===== config.mk =====
export PLATFORM = sky130hd
export DESIGN_NAME = apb_timer
export DESIGN_NICKNAME = d
export VERILOG_FILES = /design/src/apb_pkg.sv /design/src/timer_pkg.sv /design/src/apb_reg_if.sv /design/src/timer_regs.sv /design/src/timer_core.sv /design/src/apb_timer.sv
export VERILOG_INCLUDE_DIRS = /design/src /design/src/src
export SDC_FILE = /design/constraint.sdc
export NUM_CORES = 1
export LEC_CHECK = 0
export BUFFER_PORTS_ARGS = -buffer_cell sky130_fd_sc_hd__buf_2
export CELL_PAD_IN_SITES_DETAIL_PLACEMENT = 1
export CELL_PAD_IN_SITES_GLOBAL_PLACEMENT = 2
export CORE_ASPECT_RATIO = 0.5
export CORE_UTILIZATION = 39
export CTS_CLUSTER_SIZE = 10
export DETAILED_ROUTE_END_ITERATION = 7
export PLACE_DENSITY_LB_ADDON = 0.2
export SYNTH_ARGS = -nofsm -noshare
export SYNTH_HDL_FRONTEND = slang
export SYNTH_SLANG_ARGS = --single-unit

===== constraint.sdc =====
create_clock -name clk -period 3.5 [get_ports clk]
set_input_delay 0.35 -clock clk [delete_from_list [all_inputs] [get_ports clk]]
set_output_delay 0.35 -clock clk [all_outputs]
set_load 0.05 [all_outputs]

===== src/timer_macros.svh =====
`ifndef TIMER_MACROS_SVH
`define TIMER_MACROS_SVH

// APB byte address width.
`define TIMER_ADDR_WIDTH 5

// Register and bus data width.
`define TIMER_DATA_WIDTH 32

// Word register slots behind the bus interface.
`define TIMER_REG_NUM 8

// Constant returned by the ID register.
`define TIMER_ID_VALUE 32'h5449_4d31

`endif


===== src/apb_pkg.sv =====
`default_nettype none
`include "timer_macros.svh"

package apb_pkg;

    // Request from the APB master. Address, write and wdata hold through the access phase.
    typedef struct packed {
        logic                         sel;
        logic                         enable;
        logic                         write;   // 1 for write, 0 for read.
        logic [`TIMER_ADDR_WIDTH-1:0] addr;
        logic [`TIMER_DATA_WIDTH-1:0] wdata;
    } apb_req_t;

    // Response back to the master.
    typedef struct packed {
        logic [`TIMER_DATA_WIDTH-1:0] rdata;
        logic                         ready;
    } apb_rsp_t;

endpackage

`default_nettype wire


===== src/timer_pkg.sv =====
`default_nettype none
`include "timer_macros.svh"

package timer_pkg;

    typedef logic [$clog2(`TIMER_REG_NUM)-1:0] reg_idx_t;

    // Word register map.
    localparam reg_idx_t REG_CTRL   = 3'd0;
    localparam reg_idx_t REG_PERIOD = 3'd1;
    localparam reg_idx_t REG_COUNT  = 3'd2; // Read only.
    localparam reg_idx_t REG_STATUS = 3'd3; // Write 1 to clear.
    localparam reg_idx_t REG_ID     = 3'd4; // Read only.

    // Bit positions inside CTRL and STATUS.
    localparam int CTRL_ENABLE_BIT = 0;
    localparam int CTRL_IRQ_EN_BIT = 1;
    localparam int STATUS_WRAP_BIT = 0;

    // One-cycle register write from the bus interface.
    typedef struct packed {
        logic                         wen;
        reg_idx_t                     idx;
        logic [`TIMER_DATA_WIDTH-1:0] wdata;
    } reg_wr_t;

    // Configuration steering the counter.
    typedef struct packed {
        logic                         enable;
        logic [`TIMER_DATA_WIDTH-1:0] period;
    } timer_cfg_t;

    // Counter state back to the registers.
    typedef struct packed {
        logic [`TIMER_DATA_WIDTH-1:0] count;
        logic                         wrap;  // High for the cycle the counter wraps.
    } timer_stat_t;

endpackage

`default_nettype wire


===== src/apb_reg_if.sv =====
`default_nettype none
`include "timer_macros.svh"

module apb_reg_if #(
    parameter int REG_NUM = `TIMER_REG_NUM
) (
    input  wire logic                         clk,
    input  wire logic                         resetn,

    input  wire apb_pkg::apb_req_t            req,
    output apb_pkg::apb_rsp_t                 rsp,

    output timer_pkg::reg_wr_t                reg_wr,
    output timer_pkg::reg_idx_t               rd_idx,
    input  wire logic [`TIMER_DATA_WIDTH-1:0] rd_data
);

    localparam int BYTE_LSB = $clog2(`TIMER_DATA_WIDTH / 8);
    localparam int IDX_W    = $clog2(REG_NUM);

    typedef enum logic {
        ST_IDLE,
        ST_ACCESS
    } state_t;

    state_t                       state_q;
    logic                         setup;
    logic                         wen_q;
    timer_pkg::reg_idx_t          wr_idx_q;
    logic [`TIMER_DATA_WIDTH-1:0] wr_data_q;
    logic [`TIMER_DATA_WIDTH-1:0] rdata_q;

    // Setup phase seen while idle.
    assign setup = (state_q == ST_IDLE) && req.sel && !req.enable;

    // Word index, so the read mux settles inside the setup cycle.
    assign rd_idx = timer_pkg::reg_idx_t'(req.addr[BYTE_LSB +: IDX_W]);

    always_ff @(posedge clk) begin
        if (!resetn) begin
            state_q <= ST_IDLE;
            wen_q   <= 1'b0;
            rdata_q <= '0;
        end else begin
            wen_q <= setup && req.write; // Single-cycle strobe during access.
            case (state_q)
                ST_IDLE: begin
                    if (setup) begin
                        state_q <= ST_ACCESS;
                    end
                end
                ST_ACCESS: begin
                    state_q <= ST_IDLE;
                end
                default: begin
                    state_q <= ST_IDLE;
                end
            endcase
            if (setup && !req.write) begin
                rdata_q <= rd_data;
            end
        end
    end

    // Write payload, only meaningful while wen_q is high.
    always_ff @(posedge clk) begin
        if (setup && req.write) begin
            wr_idx_q  <= rd_idx;
            wr_data_q <= req.wdata;
        end
    end

    assign reg_wr = '{wen: wen_q, idx: wr_idx_q, wdata: wr_data_q};

    // Ready is high for exactly the access cycle.
    assign rsp = '{rdata: rdata_q, ready: (state_q == ST_ACCESS)};

endmodule

`default_nettype wire


===== src/timer_regs.sv =====
`default_nettype none
`include "timer_macros.svh"

module timer_regs (
    input  wire logic                  clk,
    input  wire logic                  resetn,

    input  wire timer_pkg::reg_wr_t    reg_wr,
    input  wire timer_pkg::reg_idx_t   rd_idx,
    output logic [`TIMER_DATA_WIDTH-1:0] rd_data,

    output timer_pkg::timer_cfg_t      cfg,
    input  wire timer_pkg::timer_stat_t stat,
    output logic                       irq
);

    logic                         enable_q;
    logic                         irq_en_q;
    logic [`TIMER_DATA_WIDTH-1:0] period_q;
    logic                         status_q;
    logic                         irq_q;
    logic                         wr_ctrl;
    logic                         wr_period;
    logic                         clr_status;

    assign wr_ctrl    = reg_wr.wen && (reg_wr.idx == timer_pkg::REG_CTRL);
    assign wr_period  = reg_wr.wen && (reg_wr.idx == timer_pkg::REG_PERIOD);
    assign clr_status = reg_wr.wen && (reg_wr.idx == timer_pkg::REG_STATUS)
                        && reg_wr.wdata[timer_pkg::STATUS_WRAP_BIT];

    always_ff @(posedge clk) begin
        if (!resetn) begin
            enable_q <= 1'b0;
            irq_en_q <= 1'b0;
            period_q <= '0;
            status_q <= 1'b0;
            irq_q    <= 1'b0;
        end else begin
            if (wr_ctrl) begin
                enable_q <= reg_wr.wdata[timer_pkg::CTRL_ENABLE_BIT];
                irq_en_q <= reg_wr.wdata[timer_pkg::CTRL_IRQ_EN_BIT];
            end
            if (wr_period) begin
                period_q <= reg_wr.wdata;
            end
            // A wrap in the same cycle as a clear keeps the flag set.
            status_q <= stat.wrap || (status_q && !clr_status);
            irq_q    <= status_q && irq_en_q;
        end
    end

    assign cfg = '{enable: enable_q, period: period_q};
    assign irq = irq_q;

    always_comb begin
        rd_data = '0; // Unmapped slots read zero.
        case (rd_idx)
            timer_pkg::REG_CTRL: begin
                rd_data[timer_pkg::CTRL_ENABLE_BIT] = enable_q;
                rd_data[timer_pkg::CTRL_IRQ_EN_BIT] = irq_en_q;
            end
            timer_pkg::REG_PERIOD: rd_data = period_q;
            timer_pkg::REG_COUNT:  rd_data = stat.count;
            timer_pkg::REG_STATUS: rd_data[timer_pkg::STATUS_WRAP_BIT] = status_q;
            timer_pkg::REG_ID:     rd_data = `TIMER_ID_VALUE;
            default: begin
                rd_data = '0;
            end
        endcase
    end

endmodule

`default_nettype wire


===== src/timer_core.sv =====
`default_nettype none
`include "timer_macros.svh"

module timer_core (
    input  wire logic                  clk,
    input  wire logic                  resetn,

    input  wire timer_pkg::timer_cfg_t cfg,
    output timer_pkg::timer_stat_t     stat
);

    logic [`TIMER_DATA_WIDTH-1:0] count_q;
    logic                         at_period;
    logic                         wrap;

    assign at_period = (count_q == cfg.period);

    // Wrap is flagged in the cycle the count sits on the period.
    assign wrap = cfg.enable && at_period;

    always_ff @(posedge clk) begin
        if (!resetn) begin
            count_q <= '0;
        end else if (cfg.enable) begin
            if (at_period) begin
                count_q <= '0;
            end else begin
                count_q <= count_q + 1'b1;
            end
        end
    end

    assign stat = '{count: count_q, wrap: wrap};

endmodule

`default_nettype wire


===== src/apb_timer.sv =====
`default_nettype none
`include "timer_macros.svh"

module apb_timer (
    input  wire logic              clk,
    input  wire logic              resetn,

    input  wire apb_pkg::apb_req_t req,
    output apb_pkg::apb_rsp_t      rsp,
    output logic                   irq
);

    timer_pkg::reg_wr_t           reg_wr;
    timer_pkg::reg_idx_t          rd_idx;
    logic [`TIMER_DATA_WIDTH-1:0] rd_data;
    timer_pkg::timer_cfg_t        cfg;
    timer_pkg::timer_stat_t       stat;

    apb_reg_if #(
        .REG_NUM (`TIMER_REG_NUM)
    ) apb_reg_if_inst (
        .clk     (clk),
        .resetn  (resetn),
        .req     (req),
        .rsp     (rsp),
        .reg_wr  (reg_wr),
        .rd_idx  (rd_idx),
        .rd_data (rd_data)
    );

    timer_regs timer_regs_inst (
        .clk     (clk),
        .resetn  (resetn),
        .reg_wr  (reg_wr),
        .rd_idx  (rd_idx),
        .rd_data (rd_data),
        .cfg     (cfg),
        .stat    (stat),
        .irq     (irq)
    );

    timer_core timer_core_inst (
        .clk    (clk),
        .resetn (resetn),
        .cfg    (cfg),
        .stat   (stat)
    );

endmodule

`default_nettype wire


Word level (Yosys, flattened, before mapping)
Cells that the tools add are included.

Bits in registers: 137. Bits of input ports: 42. Output and inout port bits: 34. Word-level logic and storage cells: 43.

Add/subtract/negate cells: 1. Equality and inequality tests: 7. Mux-type cells: 6. Bitwise gates (word level): 1. Reduce and logical (&&, ||, !) cells: 17.

Operators with widths (number): $pmux W30 S3 (1); $add A32 B1 Y32 const B (1); $eq A32 B32 Y1 (1); $mux W32 (1); $logic_and A1 B1 Y1 (11); $eq A3 B2 Y1 const B (3); $eq A3 B1 Y1 const B (2); $logic_not A3 Y1 (2); $pmux W1 S5 (1); $eq A3 B3 Y1 const B (1); $logic_not A1 Y1 (3); $pmux W1 S3 (1); $pmux W1 S2 (1); $logic_or A1 B1 Y1 (1); $mux W1 (1); $not A1 Y1 (1).

Logic depth before layout (Yosys ltp)
Gate-level depths: netlist of the first run.

Word-level depth: 6. Mapped depth: 7. Gate-level depth less buffers: 5.

By module
From an unflattened synthesis of the first run, not the netlist that was laid out.

Cell total of the unflattened synthesis: 633. Area, all modules: 6095.8 µm².

By module, submodules not included: apb_reg_if (instances 1, cells each 185, area an instance 2441.1 µm², sequential area each 1731.7 µm²); timer_core (instances 1, cells each 211, area an instance 1836.8 µm², sequential area each 640.6 µm²); timer_regs (instances 1, cells each 237, area an instance 1818.0 µm², sequential area each 720.7 µm²).

Worst setup path before layout of the first run
OpenSTA, ideal clock, no wires.

Path type: in2reg. Start point: in req[38] in the netlist's numbering. End point: reg apb_reg_if_inst.wr_data_q[0], enable pin. Library setup time: 0.395 ns. Arrival: 1.579 ns. Required time: 3.105 ns. Path slack: 1.526 ns. Cell stages on the path: 2. Path through: nor3b_1 and2_1.

Cells in the longest elaborated chain, start to end: 3.

Ends and longest elaborated chain: start, declared (line apb_timer.sv:8) `input wire apb_pkg::apb_req_t req,`; $logic_not A1 Y1 (line apb_reg_if.sv:34) `assign setup = (state_q == ST_IDLE) && req.sel && !req.enable;`; $logic_and A1 B1 Y1 (line apb_reg_if.sv:34); $logic_and A1 B1 Y1 (line apb_reg_if.sv:67) `if (setup && req.write) begin`; end signal, assigned (line apb_reg_if.sv:69) `wr_data_q <= req.wdata;`; end, declared (line apb_reg_if.sv:30) `` logic [`TIMER_DATA_WIDTH-1:0] wr_data_q; ``.

Every way passes these cells. A chain may end at the register's enable or synchronous reset.

Worst setup path after layout of the first run
Start point: reg timer_core_inst.count_q[2]. End point: reg timer_core_inst.count_q[23].

Cells in the longest elaborated chain, start to end: 2. Elaborated cells on any way between the ends: 3.

Ends and longest elaborated chain: start, declared (line timer_core.sv:12) `` logic [`TIMER_DATA_WIDTH-1:0] count_q; ``; start signal, assigned (line timer_core.sv:28) `count_q <= count_q + 1'b1;`; $add A32 B1 Y32 or $eq A32 B32 Y1 (tied branches) (line timer_core.sv:28, timer_core.sv:16); $mux W32 (*) (line timer_core.sv:25) `if (at_period) begin`.

Every way passes the cells marked *; elsewhere a longest branch is shown, timed or not.

==> impl_metrics.py, run 1 <==
metrics = {
    "grt": {
        "grt_pass1_wl_um": 25900,
        "grt.overflow.total": 0,
        "grt_pass1_vias": 4428,
        "antenna_found_initial": 0,
        "grt_start_max_net_pins": 43,
        "gr-usage-all-layers": 0.230,
    },
    "synth": {
        "yosys.cell_types.count": 44,
        "synth_area_sq_um": 5930,
        "synth-seq-cells": 137,
        "synth_ff_type": "dfxtp_1",
        "syn_area_per_cell_sq_um": 9.95,
        "synth_edf_count": 35,
        "yosys_warnings": 0,
        "async_flop_share": 0,
        "synthCells": 596,
        "yosysSeqAreaShare": 0.522,
        "synth.net_count": 639,
    },
    "routing": {
        "drc": 0,
        "dr.pass1.iters": 6,
        "num_vias": 4475,
        "wl_per_cell_um": 19.4,
        "ant_nets": 0,
        "vias_per_cell": 5.20,
        "finalWirelength_um": 16700,
        "dr.first_iter.drc_count": 341,
    },
    "layout": {
        "stdcell_area_sq_um": 6950,
        "finalNetCount": 693,
        "area_delta_synth_final_pct": 17.3,
        "n_antenna_cell": 0,
        "fillers": 1648,
        "layout_common_cells": "dfxtp_1 (102), nand2_1 (80), buf_2 (73)",
        "mostFrequentLayoutCell": "dfxtp_1",
        "drive_gt1_frac": 0.229,
    },
    "setup_path": {
        "worst_r2r_path_depth": 6,
        "cp-end-kind": "flop",
        "cp-start-kind": "flop",
        "r2r-end": "timer_core_inst.count_q[23]$_SDFFE_PN0P_",
        "r2r_setup_slack_ps": 990,
        "arrival_ps": 2800,
        "timing_worst_setup_path_type": "reg -> reg",
        "reg2reg_from": "timer_core_inst.count_q[2]$_SDFFE_PN0P_",
        "cp.required_ps": 3790,
        "cp_max_fo": 28,
    },
    "placed_design": {
        "place.gp.congestion": 0.831,
        "place_area_sq_um": 6380,
        "portBuffers": 73,
        "place_hpwl_um": 11800,
    },
    "power": {
        "power_density_nw_per_um2": 509,
        "peakVddDrop_mv": 0.309,
        "power_leakage_uw": 0.00255,
    },
    "floorplan": {
        "num_rows": 31,
        "die_height_um": 89.2,
        "start_util": 0.404,
        "pin_count": 76,
        "core-area_sq_um": 14700,
        "die_w_um": 176,
        "fp.dieArea_sq_um": 15700,
    },
    "timing": {
        "worstMarginPinSlew_ps": 1120,
        "period_share": 0.718,
        "max_freq_ghz": 0.398,
        "grt_setup_unrepaired": "no",
        "setup_viol": 0,
        "slew_viol_final": 0,
        "finalHoldViolCount": 0,
        "period_needed_ps": 2510,
        "slew_headroom": 0.255,
        "fin_skew_ps": 13.7,
        "tns_ps": 0,
    },
    "clock_tree": {
        "clkTransAtPathRegs_ps": 70,
        "ctsHoldBuffers": 0,
        "ctsResizeCount": 0,
        "cts_setup_buffers": 0,
        "numCtsBuffers": 17,
        "clockRootBuffer": "clkbuf_16",
        "h-tree-depth": 4,
        "tritoncts": "yes",
        "insertion_delay_ps": 430,
        "clock_path_buffers": 2,
        "clkSinkCount": 137,
    },
    "status": {
        "outcome": "completed",
    },
    "min_path": {
        "whs_endpoint": "apb_reg_if_inst.wr_data_q[16]$_DFFE_PP_",
        "hold_path.class": "in -> reg",
        "hold_start": "req[16]",
        "hold_depth": 1,
    },
    "job": {
        "cap_violations": 0,
    },
}
## flip-flops by register name, summed over array words and instances (netlist names)
| signal | cells |
|---|---|
| timer_regs_inst.period_q | 32 |
| timer_regs_inst.status_q | 1 |
| apb_reg_if_inst.state_q | 1 |
| apb_reg_if_inst.wr_data_q | 32 |
| timer_regs_inst.irq | 1 |
| apb_reg_if_inst.wr_idx_q | 3 |
| apb_reg_if_inst.rdata_q | 32 |
| timer_regs_inst.enable_q | 1 |
| timer_core_inst.count_q | 32 |
| timer_regs_inst.irq_en_q | 1 |
| apb_reg_if_inst.wen_q | 1 |
## stage by stage
stage	total power, uW	hold WS, ps	instances	worst slack (ps)	utilization
2_1_floorplan	1790	449	596	1530	-
3_3_place_gp	1840	481	829	1050	0.435
3_5_place_dp	1840	500	829	1010	0.435
4_1_cts	3590	76.9	861	996	0.474
5_1_grt	3670	77.2	861	873	0.474
6_report	3540	94.6	861	986	0.474
## cells by family (layout without fill, tap and decap cells)
logic type,after synthesis,in the layout,share of synthesized area
AND/OR/NAND/NOR,239,239,0.202
XOR/XNOR,63,63,0.0956
AO/OA/AOI/OAI,101,101,0.129
buffers and inverters,50,117,0.0409
adder cells (fa/ha/maj),1,1,0.00211
flip-flops,137,137,0.522
multiplexers,5,5,0.00865
## metal layers
layer,wire length (um),track usage,up-vias
met5,0,0,-
met4,115,0.0729,0
met3,1220,0.0646,9
met2,7050,0.326,85
met1,8350,0.334,2198
li1,-,-,2183
## layout make-up
cell class / instances / area, sq um / area share
sequential: 137 / 3090 / 0.445
multi-input combinational: 409 / 2600 / 0.374
clock buffer: 19 / 464 / 0.0668
timing repair buffer: 82 / 433 / 0.0623
tap: 198 / 248 / 0.0356
clock inverter: 13 / 106 / 0.0153
inverter: 3 / 11.3 / 0.00162
## cells in the mapped netlist, types with 3 or more instances
master | instances | area [sq um]
clkbuf_1 | 34 | 128
nor3_1 | 22 | 110
nor2_2 | 16 | 100
nor2b_1 | 23 | 144
xor2_1 | 37 | 324
o221a_2 | 12 | 135
buf_6 | 6 | 67.6
nor2_1 | 36 | 135
nand3_1 | 13 | 65.1
mux2i_1 | 4 | 40.0
nand2_1 | 80 | 300
a22oi_1 | 31 | 233
xnor2_1 | 24 | 210
dfxtp_1 | 102 | 2040
a21oi_1 | 19 | 95.1
buf_2 | 3 | 15.0
and3_1 | 6 | 37.5
nor4_1 | 8 | 50.1
a21boi_0 | 32 | 240
edfxtp_1 | 35 | 1050
and2_1 | 6 | 37.5
nand4_1 | 16 | 100
inv_1 | 3 | 11.3
## where the power goes
part	internal (uW)	switching, uW	total [uW]
sequential	1650	10.7	1660
clock	983	754	1740
combinational	47.4	101	148
## worst max-delay path by stage
stage                                                         from                                        to  slack (ps)  cells past startpoint
final                      timer_core_inst.count_q[2]$_SDFFE_PN0P_  timer_core_inst.count_q[23]$_SDFFE_PN0P_         990                      6
after CTS                  timer_core_inst.count_q[2]$_SDFFE_PN0P_  timer_core_inst.count_q[23]$_SDFFE_PN0P_        1000                      6
after global routing       timer_core_inst.count_q[2]$_SDFFE_PN0P_  timer_core_inst.count_q[23]$_SDFFE_PN0P_         870                      6
after floorplan                                            req[38]    apb_reg_if_inst.wr_data_q[0]$_DFFE_PP_        1530                      2
after global placement    timer_core_inst.count_q[24]$_SDFFE_PN0P_  timer_core_inst.count_q[23]$_SDFFE_PN0P_        1050                      6
after detailed placement   timer_core_inst.count_q[2]$_SDFFE_PN0P_  timer_core_inst.count_q[23]$_SDFFE_PN0P_        1010                      6
## critical path, stage by stage, from the launching register on
cell	delay (ps)
dfxtp_1	520
xnor2_2	170
nand4_1	110
or4_4	590
o31ai_4	420
buf_4	440
nor2_1	110
Note: power is estimated with default switching activity, not from simulation.
==> run 2, diff against run 1 <==
- CORE_UTILIZATION: 39 -> 37
- clock period: 3.5 -> 2.5 ns (I/O delays scaled with it)
==> run 2 against run 1 <==
  * Final area up 9.2%
  * First-iteration DRC count grew 7.3%
  * Register-to-register slack got worse by 630 ps
  * Die area grew 5.3%
  * Combinational power is 78% higher
  * Utilization grew 1.4 points
  * Cell count rose by 8.0%
  * Routed wire length increased by 11%
  * Sequential share of layout area is 3.7 points lower
  * Critical path type unchanged
  * Largest cell class unchanged
  * Largest power group unchanged
==> impl_metrics.py, run 2 (synthesis gave the netlist of run 1 again) <==
metrics = {
    "floorplan": {
        "core-area_sq_um": 15500,
        "die_w_um": 181,
        "pin_count": 76,
        "start_util": 0.382,
        "num_rows": 32,
        "fp.dieArea_sq_um": 16600,
        "die_height_um": 91.5,
    },
    "layout": {
        "mostFrequentLayoutCell": "dfxtp_1",
        "finalNetCount": 756,
        "fin_cells": 930,
        "n_antenna_cell": 0,
        "layout_common_cells": "dfxtp_1 (102), nand2_1 (80), buf_2 (73)",
        "area_delta_synth_final_pct": 28.0,
        "drive_gt1_frac": 0.252,
    },
    "clock_tree": {
        "cts_setup_buffers": 0,
        "insertion_delay_ps": 440,
        "clkTransAtPathRegs_ps": 60,
        "h-tree-depth": 4,
        "numCtsBuffers": 17,
        "tritoncts": "yes",
        "clock_path_buffers": 2,
        "clockRootBuffer": "clkbuf_16",
        "ctsResizeCount": 0,
        "clkSinkCount": 137,
    },
    "grt": {
        "grt_start_max_net_pins": 39,
        "antenna_found_initial": 0,
        "gr-usage-all-layers": 0.238,
        "grt.overflow.total": 0,
        "grt_pass1_vias": 4844,
        "grt_pass1_wl_um": 28800,
    },
    "placed_design": {
        "dp_cells": 866,
        "portBuffers": 73,
        "place_hpwl_um": 13200,
        "pre_cts_slack_ps": 387,
        "place.gp.congestion": 0.880,
    },
    "power": {
        "p_total_uw": 5260,
        "p_sw_uw": 1280,
        "swShare": 0.243,
        "comb_power_share": 0.050,
        "seqPwrFrac": 0.441,
        "internal_power_uw": 3980,
        "peakVddDrop_mv": 0.484,
        "p_clk_frac": 0.509,
        "power_leakage_uw": 0.00289,
        "power_density_nw_per_um2": 692,
    },
    "status": {
        "outcome": "completed",
    },
    "min_path": {
        "hold_path.class": "in -> reg",
        "hold_start": "req[37]",
    },
    "routing": {
        "wl_per_cell_um": 20.0,
        "drc": 0,
        "ant_nets": 0,
        "vias_per_cell": 5.22,
        "dr.pass1.iters": 5,
        "finalWirelength_um": 18600,
        "dr.first_iter.drc_count": 366,
        "num_vias": 4853,
    },
    "setup_path": {
        "crit_end": "timer_core_inst.count_q[23]$_SDFFE_PN0P_",
        "cp-end-kind": "flop",
        "worst_r2r_path_depth": 6,
        "critPathLaunch": "timer_core_inst.count_q[13]$_SDFFE_PN0P_",
        "r2r-end": "timer_core_inst.count_q[23]$_SDFFE_PN0P_",
        "reg2reg_from": "timer_core_inst.count_q[13]$_SDFFE_PN0P_",
        "timing_worst_setup_path_type": "reg -> reg",
        "cp.required_ps": 2820,
        "r2r_setup_slack_ps": 360,
        "cp-start-kind": "flop",
        "cp_max_fo": 27,
        "arrival_ps": 2460,
    },
    "timing": {
        "worstMarginPinSlew_ps": 690,
        "setup_viol": 0,
        "slew_viol_final": 0,
        "max_freq_ghz": 0.467,
        "whs_ps": 124,
        "fin_skew_ps": 9.76,
        "period_needed_ps": 2140,
        "period_share": 0.856,
        "grt_setup_unrepaired": "no",
        "finalHoldViolCount": 0,
        "final.setup.worst_slack_ps": 359,
        "slew_headroom": 0.540,
        "tns_ps": 0,
    },
    "job": {
        "cap_violations": 0,
    },
}
[run 2: power by group through the flow]
stage               Clock (uW)  Sequential, uW  Combinational, uW
floorplan                    0            2400                101
global placement             0            2370                220
detailed placement           0            2370                223
CTS                       2720            2320                261
global route              2820            2320                280
finish                    2680            2320                264
[run 2: what timing repair did]
action,4_1_cts,5_1_grt
hold endpoints to repair,32,0
hold buffers,32,0
setup endpoints to repair,0,0
[run 2: worst min path at each step]
stage | to | depth (start not counted)
6_report | apb_reg_if_inst.wen_q$_SDFF_PN0_ | 2
2_1_floorplan | apb_reg_if_inst.wr_data_q[0]$_DFFE_PP_ | 0
3_5_place_dp | apb_reg_if_inst.wr_data_q[10]$_DFFE_PP_ | 1
3_3_place_gp | apb_reg_if_inst.wr_data_q[11]$_DFFE_PP_ | 1
5_1_grt | apb_reg_if_inst.wr_idx_q[1]$_DFFE_PP_ | 1
4_1_cts | apb_reg_if_inst.wr_idx_q[1]$_DFFE_PP_ | 1
[run 2: layer usage]
| layer | up-vias | part of all wire | GRT usage |
|---|---|---|---|
| li1 | 2316 | - | - |
| met1 | 2404 | 0.54 | 0.367 |
| met2 | 114 | 0.39 | 0.323 |
| met3 | 19 | 0.050 | 0.0501 |
| met4 | 0 | 0.013 | 0.0749 |
| met5 | - | 0 | 0 |
[run 2: layout make-up]
cell class | count | area [sq um]
fillers | 1741 | 7940
flip-flops and latches | 137 | 3090
multi-input cells | 409 | 2600
repair buffers | 145 | 1010
clock buffers | 18 | 450
well taps | 204 | 255
clock inverters | 14 | 173
inverters | 3 | 11.3
[run 2: per-stage QoR]
step	util	cell area (sq um)
after floorplan	-	5930
after global placement	0.428	6650
after detailed placement	0.428	6650
after CTS	0.489	7590
after global routing	0.489	7590
final	0.489	7590
[run 2: worst max-delay path, stage by stage (launching register included)]
cell	delay, ps
dfxtp_1	520
xnor2_2	150
nand4_1	130
or4_4	580
o31ai_4	320
buf_12	230
nor2_1	80
==> run 3, diff against run 2 <==
- ABC_AREA: not set -> 1
- CELL_PAD_IN_SITES_GLOBAL_PLACEMENT: 2 -> 1
- CORE_UTILIZATION: 37 -> 43
==> run 3 against run 2 <==
  * The flow now finishes with violations (negative hold slack)
  * Critical endpoint unchanged
  * Routed wire length is 15% higher
  * Utilization is 7.0 points higher
  * Clock skew is 2.3 ps higher
  * Count of clock-buffer cells in the layout stayed put
  * Area after synthesis is 6.2% higher
  * Sequential share of layout area is 0.96 points lower
  * Setup slack better by 200 ps
  * Global-route usage is 5.9 points higher
  * Flip-flop and latch count stayed put
  * Non-clock buffer count is 29 lower
==> impl_metrics.py, run 3 <==
metrics = {
    "setup_path": {
        "reg2reg_from": "timer_core_inst.count_q[3]$_SDFFE_PN0P_",
        "cp-start-kind": "flop",
        "path_cells": "nand2_1 -> nor3_1 -> nand2_1 -> nor2_2 -> nand2_1 -> nand2_1 -> nand2_1 -> nor2_1 -> nand2_1 -> inv_1",
        "r2r_setup_slack_ps": 560,
        "critPathLaunch": "timer_core_inst.count_q[3]$_SDFFE_PN0P_",
        "slowest_stage": "dfxtp_1",
        "cp.buffers_inverters": 1,
        "cpMostUsedCell": "nand2_1",
        "cp-end-kind": "flop",
        "cp_max_fo": 6,
        "arrival_ps": 2310,
        "crit_end": "timer_core_inst.count_q[23]$_SDFFE_PN0P_",
        "cp.required_ps": 2870,
        "cp_num_cells": 10,
        "timing_worst_setup_path_type": "reg -> reg",
        "worst_r2r_path_depth": 10,
        "critPathTopFamily": "simple AND/OR/NAND/NOR gates",
        "r2r-end": "timer_core_inst.count_q[23]$_SDFFE_PN0P_",
        "slowest_delay_ps": 480,
    },
    "synth": {
        "synth-seq-cells": 137,
        "synth_most_common_cell": "nand2_1",
        "synth_area_sq_um": 6300,
        "muxShareOfSynthArea": 0,
        "synth_ff_type": "dfxtp_1",
        "yosys_warnings": 0,
        "synth_area_leaders": "dfxtp_1 (32%), edfxtp_1 (17%), nand2_1 (13%)",
        "synth_area_leader_cell": "dfxtp_1",
        "synth_edf_count": 35,
        "synth_xor_area_frac": 0.0334,
        "synth_top_family_by_area": "simple AND/OR/NAND/NOR gates",
        "synthCells": 823,
        "syn_area_per_cell_sq_um": 7.65,
        "yosysSeqAreaShare": 0.491,
        "async_flop_share": 0,
        "synth_fa_ha_area_frac": 0.00199,
        "synth-compound-area-share": 0.127,
        "synth_simple_gate_area_frac": 0.262,
        "synth_top_cell_area_share": 0.324,
        "yosys-top-cells-count": "nand2_1 (214), dfxtp_1 (102), inv_1 (83)",
        "yosys.cell_types.count": 35,
        "synth.net_count": 866,
    },
    "floorplan": {
        "die_w_um": 173,
        "num_rows": 30,
        "die_height_um": 87.6,
        "pin_count": 76,
        "fp.dieArea_sq_um": 15200,
        "core-area_sq_um": 13900,
        "start_util": 0.452,
    },
    "layout": {
        "fin_cells": 1132,
        "layout_common_cells": "nand2_1 (214), dfxtp_1 (102), inv_1 (83)",
        "mostFrequentLayoutCell": "nand2_1",
        "n_antenna_cell": 0,
        "area_delta_synth_final_pct": 23.5,
        "drive_gt1_frac": 0.184,
        "finalNetCount": 970,
        "stdcell_area_sq_um": 7770,
    },
    "timing": {
        "max_freq_ghz": 0.514,
        "fin_skew_ps": 12.1,
        "setup_viol": 0,
        "period_needed_ps": 1940,
        "tns_ps": 0,
        "slew_viol_final": 0,
        "grt_setup_unrepaired": "no",
        "worstMarginPinSlew_ps": 736,
        "whs_ps": -0.506,
        "slew_headroom": 0.508,
        "finalHoldViolCount": 1,
        "period_share": 0.778,
    },
    "clock_tree": {
        "tritoncts": "yes",
        "clock_path_buffers": 2,
        "insertion_delay_ps": 430,
        "clockRootBuffer": "clkbuf_16",
        "clkSinkCount": 137,
        "clkTransAtPathRegs_ps": 70,
        "h-tree-depth": 4,
        "numCtsBuffers": 17,
    },
    "power": {
        "p_total_uw": 5140,
        "power_leakage_uw": 0.00320,
        "peakVddDrop_mv": 0.428,
        "power_density_nw_per_um2": 661,
    },
    "grt": {
        "grt_pass1_wl_um": 33700,
        "gr-usage-all-layers": 0.297,
        "grt_start_max_net_pins": 37,
        "grt_pass1_vias": 6047,
        "grt.overflow.total": 0,
        "antenna_found_initial": 0,
    },
    "routing": {
        "ant_nets": 0,
        "drc": 0,
        "dr.pass1.iters": 5,
        "vias_per_cell": 5.36,
        "dr.first_iter.drc_count": 455,
        "finalWirelength_um": 21500,
        "wl_per_cell_um": 19.0,
        "num_vias": 6065,
    },
    "placed_design": {
        "dp_cells": 1073,
        "portBuffers": 73,
        "place_hpwl_um": 15300,
        "place_area_sq_um": 6910,
        "place.gp.congestion": 0.921,
    },
    "status": {
        "failed_checks": "negative hold slack",
        "outcome": "finished, violations left",
    },
    "min_path": {
        "hold_depth": 1,
        "hold_path.class": "in -> reg",
    },
    "job": {
        "cap_violations": 0,
    },
}
## run 3: stage by stage
stage	util	worst slack, ps	hold slack [ps]
4_1_cts	0.556	638	1.54
3_3_place_gp	0.496	710	426
3_5_place_dp	0.496	665	428
5_1_grt	0.558	412	-5.81
2_1_floorplan	-	87.1	349
6_report	0.558	556	-0.506
## run 3: what timing repair did
action,4_1_cts,5_1_grt
hold buffers,24,3
resized for setup,0,0
setup buffers,0,0
hold endpoints to repair,24,3
setup endpoints to repair,0,0
## run 3: worst register-to-register path: stages, from the launching register on
cell and delay, ps:
dfxtp_1 480, nand2_1 140, nor3_1 220, nand2_1 200
nor2_2 270, nand2_1 180, nand2_1 100, nand2_1 60
nor2_1 120, nand2_1 70, inv_1 60
## run 3: area by class of cell
class	count	area, sq um
Sequential cell	137	3090
Timing Repair Buffer	116	768
Inverter	106	398
Fill cell	1727	6150
Clock inverter	14	161
Tap cell	192	240
Multi-Input combinational cell	549	2690
Clock buffer	18	429
## run 3: how the worst min path moves through the flow
| stage | slack, ps | endpoint | start |
|---|---|---|---|
| global route | -6 | apb_reg_if_inst.wr_data_q[17]$_DFFE_PP_ | req[17] |
| CTS | 2 | apb_reg_if_inst.wr_data_q[22]$_DFFE_PP_ | req[22] |
| floorplan | 350 | apb_reg_if_inst.wr_data_q[0]$_DFFE_PP_ | req[0] |
| finish | -0.5 | apb_reg_if_inst.wr_data_q[17]$_DFFE_PP_ | req[17] |
| global placement | 430 | apb_reg_if_inst.wr_data_q[18]$_DFFE_PP_ | req[18] |
| detailed placement | 430 | apb_reg_if_inst.wr_data_q[6]$_DFFE_PP_ | req[6] |
## run 3: power breakdown
part / switching, uW / total (uW) / internal [uW] / leakage (uW)
Clock: 1090 / 2580 / 1500 / 0.000285
Sequential: 9.81 / 2310 / 2300 / 0.00114
Combinational: 155 / 245 / 89.3 / 0.00178
Total: 1250 / 5140 / 3880 / 0.00320
## run 3: kinds of logic (layout without fill, tap and decap cells)
kind of cell | count (synthesis) | count (layout)
AND/OR/NAND/NOR | 382 | 382
AO/OA/AOI/OAI | 142 | 142
flip-flops | 137 | 137
buffers and inverters | 137 | 254
XOR/XNOR | 24 | 24
adder cells (fa/ha/maj) | 1 | 1
## run 3: per-layer routing
layer / up-vias / part of all wire / track usage
met1: 2959 / 0.51 / 0.448
met2: 190 / 0.40 / 0.438
li1: 2890 / - / -
met3: 26 / 0.072 / 0.0525
met4: 0 / 0.015 / 0.0764
met5: - / 0 / 0
